[src/rtl/tia_macros.svh]
/*
 Timing and size constants of the video section
 Line, blank and sync positions in color clocks, playfield width
*/
`ifndef TIA_MACROS_SVH
`define TIA_MACROS_SVH

//////////////////////////////
// Horizontal line

`define TIA_LINE_CLOCKS   228 // Color clocks per line
`define TIA_STEP_CLOCKS   4   // One LFSR step every 4 clocks, 57 steps per line
`define TIA_LFSR_BITS     6

`define TIA_HBLANK_CLOCKS 68  // Clocks 0..67 blanked
`define TIA_HSYNC_START   16  // Hsync high on 16..31
`define TIA_HSYNC_END     32
`define TIA_CENTER_CLOCK  148 // First clock of the right half

//////////////////////////////
// Playfield

`define TIA_PF_BITS       20  // Bits per half line
`define TIA_PF_IDX_BITS   5   // Wide enough for 0..19

`endif

[src/rtl/tia_pkg.sv]
/*
 Shared types of the video section
 Write register addresses, horizontal events, color format
*/
package tia_pkg;

	//////////////////////////////
	// CPU write addresses kept in this design

	// Addresses as on the real chip, the gaps belonged to objects and audio
	typedef enum logic [5:0] {
		VSYNC  = 6'h00, // D1 vertical sync
		VBLANK = 6'h01, // D1 vertical blank
		WSYNC  = 6'h02, // Strobe, halt CPU until line start
		RSYNC  = 6'h03, // Strobe, restart line counter
		COLUPF = 6'h08, // D7..1 playfield color
		COLUBK = 6'h09, // D7..1 background color
		CTRLPF = 6'h0a, // D0 reflect
		PF0    = 6'h0d, // D7..4
		PF1    = 6'h0e, // D7..0, shown MSB first
		PF2    = 6'h0f  // D7..0, shown LSB first
	} write_reg_e;

	//////////////////////////////
	// Events decoded from the horizontal LFSR

	typedef enum logic [2:0] {
		ev_none,
		ev_line_start, // LFSR wrapped to zero
		ev_set_hsync,
		ev_rst_hsync,
		ev_rst_hblank, // Visible part begins
		ev_center,     // Right half begins
		ev_error       // All ones, lockup state
	} hevent_e;

	//////////////////////////////
	// Color register layout, bits 7..1 of COLUxx

	typedef struct packed {
		logic [3:0] hue;
		logic [2:0] lum;
	} color_t;

endpackage

[src/rtl/video_regs_if.sv]
/*
 Bundle of stored video registers
 Driven by the register file, read by the pixel path
*/
`include "tia_macros.svh"

interface video_regs_if;

	// Levels only, always valid, no handshake
	logic [`TIA_PF_BITS-1:0] pf;      // Display order, bit 0 is leftmost
	logic                    reflect; // Mirror the right half
	tia_pkg::color_t         colupf;
	tia_pkg::color_t         colubk;
	logic                    vsync;
	logic                    vblank;

	// Register file side
	modport source (
		output pf,
		output reflect,
		output colupf,
		output colubk,
		output vsync,
		output vblank
	);

	// Pixel path side
	// vsync only goes to the output pins, not into the pixel path
	modport sink (
		input pf,
		input reflect,
		input colupf,
		input colubk,
		input vblank
	);

endinterface

[src/rtl/tia_regs.sv]
/*
 CPU write port of the video registers
 Address decode, register storage, WSYNC and RSYNC strobes
*/
module tia_regs (
	input  logic              clk,
	input  logic              rst,
	input  logic              we,
	input  logic [5:0]        addr,
	input  logic [7:0]        d_in,
	video_regs_if.source      regs,
	output logic              wsync_stb,
	output logic              rsync_stb
);

	logic [3:0] pf0;     // Only D7..4 exist
	logic [7:0] pf1;
	logic [7:0] pf2;
	logic [7:0] pf1_rev; // PF1 in display order

	//////////////////////////////
	// Register storage

	always_ff @(posedge clk) begin
		if (rst) begin
			pf0         <= '0;
			pf1         <= '0;
			pf2         <= '0;
			regs.reflect <= 1'b0;
			regs.colupf <= '0;
			regs.colubk <= '0;
			regs.vsync  <= 1'b0;
			regs.vblank <= 1'b0;
		end else if (we) begin
			case (addr)
				tia_pkg::VSYNC:  regs.vsync  <= d_in[1];
				tia_pkg::VBLANK: regs.vblank <= d_in[1];
				tia_pkg::COLUPF: regs.colupf <= tia_pkg::color_t'(d_in[7:1]);
				tia_pkg::COLUBK: regs.colubk <= tia_pkg::color_t'(d_in[7:1]);
				tia_pkg::CTRLPF: regs.reflect <= d_in[0]; // Score and priority not kept
				tia_pkg::PF0:    pf0 <= d_in[7:4];
				tia_pkg::PF1:    pf1 <= d_in;
				tia_pkg::PF2:    pf2 <= d_in;
				default: ; // Strobes and unused addresses store nothing
			endcase
		end
	end

	//////////////////////////////
	// Strobes

	// One clock after the write, no storage behind them
	always_ff @(posedge clk) begin
		if (rst) begin
			wsync_stb <= 1'b0;
			rsync_stb <= 1'b0;
		end else begin
			wsync_stb <= we && (addr == tia_pkg::WSYNC);
			rsync_stb <= we && (addr == tia_pkg::RSYNC);
		end
	end

	//////////////////////////////
	// Playfield assembly

	// PF1 is drawn from D7 down to D0
	always_comb begin
		for (int i = 0; i < 8; i++) begin
			pf1_rev[i] = pf1[7 - i];
		end
	end

	// Bit 0 leftmost: PF0 D4..7, PF1 D7..0, PF2 D0..7
	assign regs.pf = {pf2, pf1_rev, pf0};

	//////////////////////////////
	// Checks

	// CPU writes are a CPU cycle apart at least, so a strobe is one clock
	// wide and the line counter and rdy logic see each write once
	a_wsync_single: assert property (@(posedge clk) disable iff (rst)
		wsync_stb |=> !wsync_stb)
		else $error("wsync_stb high for two clocks");

	a_rsync_single: assert property (@(posedge clk) disable iff (rst)
		rsync_stb |=> !rsync_stb)
		else $error("rsync_stb high for two clocks");

endmodule

[src/rtl/horiz_timing.sv]
/*
 Horizontal timing of one line
 Clock divider, 6-bit LFSR step counter, event decode
 Registered hsync, hblank, center and rdy
*/
`include "tia_macros.svh"

module horiz_timing (
	input  logic clk,
	input  logic rst,
	input  logic rsync_stb, // Restart line, next clock is line clock 0
	input  logic wsync_stb, // Halt CPU until next line start
	output logic hsync,
	output logic hblank,
	output logic center,    // High for the right half of the line
	output logic line_start, // Last clock of a line, next one is line clock 0
	output logic rdy
);

	//////////////////////////////
	// LFSR helpers

	// XNOR of the two low bits shifted in from the top
	function automatic logic [`TIA_LFSR_BITS-1:0] lfsr_step(
		input logic [`TIA_LFSR_BITS-1:0] s
	);
		return {~(s[1] ^ s[0]), s[`TIA_LFSR_BITS-1:1]};
	endfunction

	// State reached after n steps from zero
	function automatic logic [`TIA_LFSR_BITS-1:0] lfsr_at(input int n);
		logic [`TIA_LFSR_BITS-1:0] s;
		s = '0;
		for (int i = 0; i < n; i++) begin
			s = lfsr_step(s);
		end
		return s;
	endfunction

	// Step  0 000000, 4 111100, 8 110111, 17 101110, 37 110110, 56 010100
	localparam logic [`TIA_LFSR_BITS-1:0] st_start      = lfsr_at(0);
	localparam logic [`TIA_LFSR_BITS-1:0] st_set_hsync  =
		lfsr_at(`TIA_HSYNC_START / `TIA_STEP_CLOCKS);
	localparam logic [`TIA_LFSR_BITS-1:0] st_rst_hsync  =
		lfsr_at(`TIA_HSYNC_END / `TIA_STEP_CLOCKS);
	localparam logic [`TIA_LFSR_BITS-1:0] st_rst_hblank =
		lfsr_at(`TIA_HBLANK_CLOCKS / `TIA_STEP_CLOCKS);
	localparam logic [`TIA_LFSR_BITS-1:0] st_center     =
		lfsr_at(`TIA_CENTER_CLOCK / `TIA_STEP_CLOCKS);
	localparam logic [`TIA_LFSR_BITS-1:0] st_last       =
		lfsr_at(`TIA_LINE_CLOCKS / `TIA_STEP_CLOCKS - 1);
	localparam logic [`TIA_LFSR_BITS-1:0] st_error      = '1; // Maps onto itself

	logic [1:0]                div;      // Clock within step
	logic                      step;     // Last clock of a step
	logic [`TIA_LFSR_BITS-1:0] lfsr;     // Step counter
	logic [`TIA_LFSR_BITS-1:0] lfsr_nxt;
	tia_pkg::hevent_e          hev;

	assign step = (div == 2'(`TIA_STEP_CLOCKS - 1));

	// Wrap after the last step of the line
	assign lfsr_nxt = (lfsr == st_last) ? st_start : lfsr_step(lfsr);

	//////////////////////////////
	// Event decode

	// Events describe the step about to begin
	always_comb begin
		hev = tia_pkg::ev_none;
		if (step) begin
			case (lfsr_nxt)
				st_start:      hev = tia_pkg::ev_line_start;
				st_set_hsync:  hev = tia_pkg::ev_set_hsync;
				st_rst_hsync:  hev = tia_pkg::ev_rst_hsync;
				st_rst_hblank: hev = tia_pkg::ev_rst_hblank;
				st_center:     hev = tia_pkg::ev_center;
				st_error:      hev = tia_pkg::ev_error;
				default:       hev = tia_pkg::ev_none;
			endcase
		end
	end

	// An error restart counts as a new line too
	assign line_start = rsync_stb || (hev == tia_pkg::ev_line_start) ||
		(hev == tia_pkg::ev_error);

	//////////////////////////////
	// Counter and registered outputs

	always_ff @(posedge clk) begin
		if (rst || rsync_stb) begin // Next clock is line clock 0
			div    <= '0;
			lfsr   <= st_start;
			hsync  <= 1'b0;
			hblank <= 1'b1;
			center <= 1'b0;
			rdy    <= 1'b1;
		end else begin
			div <= div + 2'd1;
			if (wsync_stb)
				rdy <= 1'b0; // CPU waits for the next line
			if (step) begin
				lfsr <= (hev == tia_pkg::ev_error) ? st_start : lfsr_nxt;
				case (hev)
					tia_pkg::ev_line_start, tia_pkg::ev_error: begin
						hsync  <= 1'b0;
						hblank <= 1'b1;
						center <= 1'b0;
						rdy    <= 1'b1; // Wins over a late WSYNC
					end
					tia_pkg::ev_set_hsync:  hsync  <= 1'b1;
					tia_pkg::ev_rst_hsync:  hsync  <= 1'b0;
					tia_pkg::ev_rst_hblank: hblank <= 1'b0;
					tia_pkg::ev_center:     center <= 1'b1;
					default: ;
				endcase
			end
		end
	end

	//////////////////////////////
	// Checks

	// All ones is unreachable from zero, seeing it means corrupted state
	a_lfsr_no_lockup: assert property (@(posedge clk) disable iff (rst)
		lfsr != st_error)
		else $error("horizontal LFSR in lockup state");

endmodule

[src/rtl/playfield_pixel.sv]
/*
 Playfield pixel path
 Bit index sequencing with reflect, color select, blanking
*/
`include "tia_macros.svh"

module playfield_pixel (
	input  logic         clk,
	input  logic         rst,
	video_regs_if.sink   regs,
	input  logic         hblank,
	input  logic         center,     // Right half of the line
	input  logic         line_start, // Last clock of the line
	output logic [3:0]   col,
	output logic [2:0]   lum
);

	localparam logic [`TIA_PF_IDX_BITS-1:0] last_idx = `TIA_PF_IDX_BITS'(`TIA_PF_BITS - 1);

	logic [1:0]                  sub;  // Clock within one playfield bit
	logic [`TIA_PF_IDX_BITS-1:0] idx;  // Playfield bit shown next
	logic                        dir;  // 1 counts down, mirrored right half
	logic                        pf_bit;
	tia_pkg::color_t             pix;

	//////////////////////////////
	// Bit index

	// Held at bit 0 through blanking, so line clock 68 starts the left half
	always_ff @(posedge clk) begin
		if (rst || line_start || hblank) begin
			sub <= '0;
			idx <= '0;
			dir <= 1'b0;
		end else begin
			sub <= sub + 2'd1;
			if (sub == 2'd3) begin // Four clocks per bit
				if (!center && !dir && idx == last_idx) begin
					// End of left half
					if (regs.reflect)
						dir <= 1'b1; // Repeat bit 19, then walk back
					else
						idx <= '0;   // Same order again
				end else if (dir) begin
					if (idx != '0)
						idx <= idx - 1'b1;
				end else if (idx != last_idx) begin
					idx <= idx + 1'b1;
				end
			end
		end
	end

	assign pf_bit = regs.pf[idx];

	//////////////////////////////
	// Color select

	// Zero covers line clocks 0..68 and vertical blank
	always_ff @(posedge clk) begin
		if (rst)
			pix <= '0;
		else if (hblank || line_start || regs.vblank)
			pix <= '0;
		else
			pix <= pf_bit ? regs.colupf : regs.colubk; // Background shows through
	end

	assign col = pix.hue;
	assign lum = pix.lum;

	//////////////////////////////
	// Checks

	// Index must stay inside the 20 playfield bits over the whole line
	a_idx_range: assert property (@(posedge clk) disable iff (rst)
		idx < `TIA_PF_BITS)
		else $error("playfield index out of range");

endmodule

[src/rtl/tia_video.sv]
/*
 Video section top level
 Register file, horizontal timing and playfield pixel path
*/
module tia_video (
	input  logic       clk,
	input  logic       rst,
	input  logic       we,     // CPU write
	input  logic [5:0] addr,
	input  logic [7:0] d_in,
	output logic       rdy,    // Low while waiting on WSYNC
	output logic       hsync,
	output logic       hblank,
	output logic       vsync,
	output logic       vblank,
	output logic       blk_n,
	output logic       sync_n,
	output logic [3:0] col,
	output logic [2:0] lum
);

	logic wsync_stb;
	logic rsync_stb;
	logic line_start;
	logic center;

	video_regs_if vregs ();

	tia_regs tia_regs_i (
		.clk       (clk),
		.rst       (rst),
		.we        (we),
		.addr      (addr),
		.d_in      (d_in),
		.regs      (vregs.source),
		.wsync_stb (wsync_stb),
		.rsync_stb (rsync_stb)
	);

	horiz_timing horiz_timing_i (
		.clk        (clk),
		.rst        (rst),
		.rsync_stb  (rsync_stb),
		.wsync_stb  (wsync_stb),
		.hsync      (hsync),
		.hblank     (hblank),
		.center     (center),
		.line_start (line_start),
		.rdy        (rdy)
	);

	playfield_pixel playfield_pixel_i (
		.clk        (clk),
		.rst        (rst),
		.regs       (vregs.sink),
		.hblank     (hblank),
		.center     (center),
		.line_start (line_start),
		.col        (col),
		.lum        (lum)
	);

	// Vertical timing comes straight from the CPU registers
	assign vsync  = vregs.vsync;
	assign vblank = vregs.vblank;

	// Composite blank and sync, active low
	assign blk_n  = ~(hblank | vregs.vblank);
	assign sync_n = ~(hsync | vregs.vsync);

endmodule

[config.mk]
export PLATFORM = sky130hd
export DESIGN_NAME = tia_video
export DESIGN_NICKNAME = d
export VERILOG_FILES = /design/src/rtl/tia_pkg.sv /design/src/rtl/video_regs_if.sv /design/src/rtl/tia_regs.sv /design/src/rtl/horiz_timing.sv /design/src/rtl/playfield_pixel.sv /design/src/rtl/tia_video.sv
export VERILOG_INCLUDE_DIRS = /design/src /design/src/rtl
export SDC_FILE = /design/constraint.sdc
export NUM_CORES = 1
export LEC_CHECK = 0
export ABC_AREA = 0
export ABC_CLOCK_PERIOD_IN_PS = 5300
export BUFFER_PORTS_ARGS = -buffer_cell sky130_fd_sc_hd__buf_2
export CAP_MARGIN = 20
export CORE_AREA = 2 2 74 76
export DETAILED_ROUTE_END_ITERATION = 10
export DIE_AREA = 0 0 76 78
export PLACE_DENSITY = 0.87
export SYNTH_ARGS = -nofsm -noshare
export SYNTH_HDL_FRONTEND = slang
export SYNTH_SLANG_ARGS = --single-unit
[constraint.sdc]
create_clock -name clk -period 5.3 [get_ports clk]
set_clock_uncertainty 0.1 [all_clocks]
set_input_delay 0.265 -clock clk [delete_from_list [all_inputs] [get_ports clk]]
set_output_delay 0.265 -clock clk [all_outputs]
set_load 0.005 [all_outputs]
# ---- Yosys cells after proc, flatten, opt, wreduce, memory -nomap -nowiden
# Cells that the tools add are included.
dict set report totals {
  register_bits 66
  romBits 0
  mem_bits_rw 0
  input_bits 17
  n_memories 0
  word_cells 115
  latch_bits 0
  out_inout_bits 14
}
dict set report classes {
  eq_ne 27
  n_addsub 4
  shifts 0
  n_lt_le_gt_ge 1
  n_mux 18
  reduce_logical 36
  n_bitwise 6
  n_div 0
  n_mul 0
}
# cell count
set op_table {}
lappend op_table {{$eq 6x4->1 const B} 6}
lappend op_table {{$eq 6x6->1 const B} 5}
lappend op_table {{$mux 5} 5}
lappend op_table {{$reduce_and 2->1} 11}
lappend op_table {{$pmux 3 s6} 1}
lappend op_table {{$eq 6x2->1 const B} 2}
lappend op_table {{$logic_not 6->1} 2}
lappend op_table {{$mux 6} 2}
lappend op_table {{$eq 3x3->1 const B} 3}
lappend op_table {{$logic_or 1x1->1} 7}
lappend op_table {{$mux 7} 1}
lappend op_table {{$eq 3x2->1 const B} 2}
lappend op_table {{$eq 6x1->1 const B} 1}
lappend op_table {{$eq 6x5->1 const B} 1}
lappend op_table {{$lt 5x6->1 const B} 1}
lappend op_table {{$pmux 1 s2} 3}
lappend op_table {{$reduce_bool 2->1} 3}
lappend op_table {{$add 5x1->5 const B} 1}
lappend op_table {{$bmux 1 s5} 1}
lappend op_table {{$eq 5x5->1 const B} 1}
lappend op_table {{$ne 5x5->1 const B} 1}
lappend op_table {{$reduce_bool 5->1} 1}
lappend op_table {{$sub 5x1->5 const B} 1}
lappend op_table {{$add 2x1->2 const B} 2}
lappend op_table {{other kinds (16)} 28}

# ---- Depth between registers and ports, before layout
dict set report logic_depth {
  word_depth 12
  depth_mapped 8
  ltp_nobuf 7
}

# ---- Cells and area by module
# A second synthesis with hierarchy kept.
dict set report hier_totals {
  hier_cells 331
  area_unflattened_um2 3240.6
}
# module cells_per_inst seq_area_each_um2 instances area_per_inst_um2
set by_module_without_submodules {}
lappend by_module_without_submodules {tia_regs 149 780.7 1 1636.6}
lappend by_module_without_submodules {playfield_pixel 105 300.3 1 969.7}
lappend by_module_without_submodules {horiz_timing 75 240.2 1 626.9}
lappend by_module_without_submodules {tia_video 2 0.0 1 7.5}

# ---- Worst setup path before layout
# OpenSTA, ideal clock, no wires.
dict set report synth_path {
  kind {register to register}
  startpoint {reg horiz_timing_i.lfsr[1]}
  endpoint {reg horiz_timing_i.center}
  required_time_ps 5134
  n_path_buf 1
  synth_period_minus_slack_ps 2231
  stages_incl_launch_ff 9
  arrival_time_ps 2065
  setup_ps 66
  slack_ps 3069
  cell_sequence {dfxtp_1 buf_6 inv_1 ha_1 or4b_4 o32ai_2 or2b_4 or3b_1 a21oi_2}
}
dict set report synth_via {
  elab_chain_cells 10
  elab_cells_between_ends 19
  classes_between {eq/ne: 9; mux: 4; bitwise: 2; reduce/logical: 4}
}
# element line_no
set synth_rtl {}
lappend synth_rtl {{start, declared} horiz_timing.sv:56} ;# logic [`TIA_LFSR_BITS-1:0] lfsr;
lappend synth_rtl {{start signal, assigned} horiz_timing.sv:94} ;# lfsr <= st_start;
lappend synth_rtl {{start signal, assigned} horiz_timing.sv:104} ;# lfsr <= (hev == tia_pkg::ev_error) ? st_start : lfsr_nxt;
lappend synth_rtl {{branches (longest 2 deep; another with $eq 6x5->1)} --}
lappend synth_rtl {{$mux 6 (*)} horiz_timing.sv:63} ;# assign lfsr_nxt = (lfsr == st_last) ? st_start : lfsr_step(lfsr);
lappend synth_rtl {{$eq 6x6->1 or $logic_not 6->1 (tied branches)} horiz_timing.sv:72} ;# case (lfsr_nxt)
lappend synth_rtl {{$pmux 3 s6 (*)} horiz_timing.sv:72}
lappend synth_rtl {{$mux 3 (*)} horiz_timing.sv:71} ;# if (step) begin
lappend synth_rtl {{$eq 3x3->1 or $eq 3x1->1 (tied branches)} horiz_timing.sv:105} ;# case (hev)
lappend synth_rtl {{$reduce_or 2->1} horiz_timing.sv:105}
lappend synth_rtl {{$reduce_bool 2->1 (no line)} --}
lappend synth_rtl {{$reduce_and 2->1 (no line)} --}
lappend synth_rtl {{end signal, assigned} horiz_timing.sv:97} ;# center <= 1'b0;
lappend synth_rtl {{end signal, assigned} horiz_timing.sv:109} ;# center <= 1'b0;
lappend synth_rtl {{end signal, assigned} horiz_timing.sv:115} ;# tia_pkg::ev_center: center <= 1'b1;
lappend synth_rtl {{end, declared} horiz_timing.sv:15} ;# output logic center,
# Mark *: on every way between the ends.
# A chain may end at the register's enable or synchronous reset.

# ---- Worst setup path after layout
dict set report layout_path {
  startpoint {reg horiz_timing_i.lfsr[1]}
  endpoint {reg playfield_pixel_i.pix, in the netlist playfield_pixel_i.col[0]}
}
dict set report layout_via {
  elab_chain_cells 12
  elab_cells_between_ends 19
  classes_between {eq/ne: 8; mux: 3; bitwise: 2; reduce/logical: 6}
}
# element line_no
set layout_rtl {}
lappend layout_rtl {{branches (longest 2 deep; another with $eq 6x5->1)} --}
lappend layout_rtl {{$mux 6 (*)} horiz_timing.sv:63}
lappend layout_rtl {{$eq 6x6->1 or $logic_not 6->1 (tied branches)} horiz_timing.sv:72}
lappend layout_rtl {{$pmux 3 s6 (*)} horiz_timing.sv:72}
lappend layout_rtl {{$mux 3 (*)} horiz_timing.sv:71}
lappend layout_rtl {{$eq 3x1->1} horiz_timing.sv:85} ;# assign line_start = rsync_stb || (hev == tia_pkg::ev_line_start) ||
lappend layout_rtl {{$logic_or 1x1->1} horiz_timing.sv:85}
lappend layout_rtl {{$logic_or 1x1->1 (*)} horiz_timing.sv:85}
lappend layout_rtl {{$logic_or 1x1->1 (*) (2 in a row)} playfield_pixel.sv:63} ;# else if (hblank || line_start || regs.vblank)
lappend layout_rtl {{$reduce_or 2->1 (no line) (*)} --}
lappend layout_rtl {{end signal, assigned} playfield_pixel.sv:66} ;# pix <= pf_bit ? regs.colupf : regs.colubk;
lappend layout_rtl {{end, declared} playfield_pixel.sv:24} ;# tia_pkg::color_t pix;
# Marked as above.

==> key figures <==
Global routing
  • Gr ovfl total: 0
  • Vias in the first global route: 2,273
  • Largest net degree at the start of global routing: 41
  • Total Routing Usage GR: 22.5%
  • First-pass GRT wire length: 10.5 mm
  • Initial antenna violation count: 0

Drt
  • Vias/cell: 5.76
  • 1st-iter DRT viols: 141
  • Final WL: 6.30 mm
  • Vias: 2,431
  • DRC violations left: 0
  • Antenna Nets Post-Route: 0
  • Drt pass-1 iters: 4
  • Wire per inst: 14.9 microns

Clock network
  • Cts bufs inserted: 9
  • Post_cts resized: 0
  • Hold buffers post-CTS: 0
  • Root Buffer: clkbuf_8
  • Total clock sinks: 66
  • Clk Latency, worst-skew pair: 0.34 ns
  • H-tree depth: 3
  • Clock slew at reported path FFs: 0.07 ns
  • Post-CTS Setup Bufs: 0
  • CTS tree: yes
  • Worst-case clock buffer depth: 2

STA
  • FMAX: 375 MHz
  • Crit path time final: 2.67 ns
  • Setup tns final: 0 ns
  • Fin Hold WS: 0.0498 ns
  • Slew headroom: 31.4%
  • Worst Slack Setup Final: 2.63 ns
  • Unrepaired setup endpoints after global routing: no
  • Final Cycle Share: 50.3%
  • Final setup vio count: 0
  • Final Max Slew Viols: 0
  • Least-Margin Pin Slew: 1.01 ns
  • Final Hold Viols: 0

Cells and area
  • Fill cell count: 412
  • Final core occ: 66.4%
  • Share of cells above drive strength 1: 16.5%
  • NumNets Final: 371
  • Antenna diodes: 0
  • Area growth syn-to-layout: 11.9%

Pwr
  • Gate power share: 3.9%
  • Clock share of power: 40.3%
  • Pleak: 1.46 nW
  • PwrDens: 269 mW/mm^2
  • Peak VDD IR: 0.275 mV
  • Sw Share: 22.8%
  • P_int: 0.695 mW
  • Power Total: 0.900 mW
  • NetSw: 0.205 mW
  • Reg power frac: 55.8%

Setup path
  • Crit. End Element: flop
  • WP data arrival: 2.74 ns
  • Critical path's largest stage delay: 0.83 ns
  • Crit-path max FO: 9
  • Critical Path RT: 5.37 ns
  • CP Cell Sequence: inv_1, ha_1, nand3b_1, or3_1, or2b_4, o311ai_1, a21oi_1
  • Worst Setup Start Kind: flop
  • Crit Path Class: flop to flop
  • Worst path slowest cell: o311ai_1

Logic synthesis
  • Mean Syn Cell Area: 9.47 sq um
  • Synthesized Nets: 340
  • Synth warn: 0
  • Library cells used by synthesis: 58
  • Main flop type after synthesis: dfxtp_1
  • Post-synthesis compound-gate area fraction: 12.9%
  • FFs w/ async S/R, synth: 0%
  • Post-synthesis mux area share: 15.6%
  • Simple logic cell fraction of the synthesized area: 20.2%
  • Xor-xnor portion of the synthesized cell area: 0.878%
  • Number of enable flip-flop cells after synthesis: 0
  • Most frequent cell after synthesis: dfxtp_1
  • Adder-cell share of the synthesized area: 3.18%
  • Largest family of logic cells by synthesized area: simple AND/OR/NAND/NOR gates
  • Mapped Cells: 316
  • Dominant cells by area after synthesis: dfxtp_1, mux2i_1, nor2_1, a21oi_1, ha_1
  • Area leader, netlist: dfxtp_1
  • Yosys reg bits: 66
  • Mapped Area: 0.00299 sq mm
  • Seq/Total Area, Yosys: 44.1%
  • Most frequent cells after synthesis: dfxtp_1, nor2_1, mux2i_1, a21oi_1, nand2_1
  • Top-area cell type share of the netlist area: 44.1%

Die
  • Standard-cell rows: 26
  • Die width: 76 microns
  • IO Pins: 31
  • Initial Utilization: 59.4%
  • Die Ht: 78 microns
  • Core area: 0.00504 sq mm
  • Die ar.: 0.00593 sq mm

Min path
  • Hold Path Class: input pin to flop

Job
  • Max cap viols: 0

Placement
  • I/O Buffers: 30
  • Pre-CTS worst setup slack: 2.75 ns
  • GPL Wtd Cong: 0.906
  • Post-DP HPWL: 4.44 mm

Outcome
  • Status: finished clean
==> critical path: cells and delay by family, from the launching register on <==
kind                       cells  cell delay [ns]
and+or+nand+nor                3             0.59
DFF                            1             0.50
AOI/OAI and AO/OA              2             0.93
adders and majority gates      1             0.31
buffers and inverters          1             0.08
==> final cells by class <==
type                       instances  area (sq um)  share of cell area (%)
clock buffer                      14           153                    4.56
clock inverter                     2          12.5                   0.374
inverter                          12          45.0                    1.35
multi-input combinational        228          1580                    47.2
sequential                        66          1320                    39.5
tap                               70          87.6                    2.62
timing repair buffer              30           150                    4.48
==> worst paths after layout <==
| kind | to | depth (start not counted) | start | slack (ns) |
|---|---|---|---|---|
| hold reg to reg | playfield_pixel_i.sub[0] | 1 | playfield_pixel_i.sub[0] | 0.32 |
| setup reg to reg | playfield_pixel_i.col[0] | 7 | horiz_timing_i.lfsr[1] | 2.63 |
| hold / removal | tia_regs_i.wsync_stb | 2 | addr[0] | 0.05 |
| setup / recovery | playfield_pixel_i.col[0] | 7 | horiz_timing_i.lfsr[1] | 2.63 |
==> metal layers <==
metal,track usage (%),part of all wire [%],routed length [microns]
met5,0,0,0
met4,6.91,1.0,63
met3,6.63,5.1,322
met2,37.1,48,3040
met1,28.7,46,2870
==> state kept, by name, summed over array words and instances (netlist names), 2 cells and up <==
| register | cells |
|---|---|
| tia_regs_i.regs.colubk | 7 |
| horiz_timing_i.div | 2 |
| playfield_pixel_i.col | 4 |
| playfield_pixel_i.sub | 2 |
| tia_regs_i.pf1 | 8 |
| tia_regs_i.regs.colupf | 7 |
| tia_regs_i.pf2 | 8 |
| horiz_timing_i.lfsr | 6 |
| playfield_pixel_i.lum | 3 |
| playfield_pixel_i.idx | 5 |
| tia_regs_i.pf0 | 4 |
==> cell families after synthesis <==
kind of cell / Yosys count
xor+xnor: 3
mux: 44
buf+inv: 22
fa+ha+maj: 7
compound gates: 55
flops: 66
simple gates: 119
==> cells in the final DEF, fill, tap and decap left out, drive strengths merged, types with 2 or more instances in the layout <==
cell type / count
nor3: 2
nand2: 15
or2: 3
nor3b: 3
nand3b: 2
o221ai: 2
nor4b: 2
a22oi: 2
nor2b: 3
and3: 3
nand3: 11
xor2: 2
a32oi: 4
nor4: 2
a21oi: 17
o21ai: 11
ha: 6
a21o: 2
o21bai: 2
mux2i: 41
nor2: 53
o21a: 2
clkbuf: 14
nand4b: 3
inv: 12
a31oi: 2
nand2b: 2
o311ai: 2
mux4: 2
buf: 30
or3: 3
and2: 4
dfxtp: 66
or3b: 2
==> through the flow <==
step	cells	cell area [sq um]
after floorplan	316	2990
after global placement	406	3180
after detailed placement	406	3180
after CTS	422	3350
after global routing	422	3350
final	422	3350
==> power by group through the flow <==
stage	registers (mW)	clock network, mW	logic [mW]
2_1_floorplan	0.513	0	0.0186
5_1_grt	0.502	0.393	0.0394
4_1_cts	0.502	0.367	0.0352
3_5_place_dp	0.513	0	0.0349
6_report	0.502	0.363	0.0350
3_3_place_gp	0.513	0	0.0344
Power figures use the tool's default switching activity.
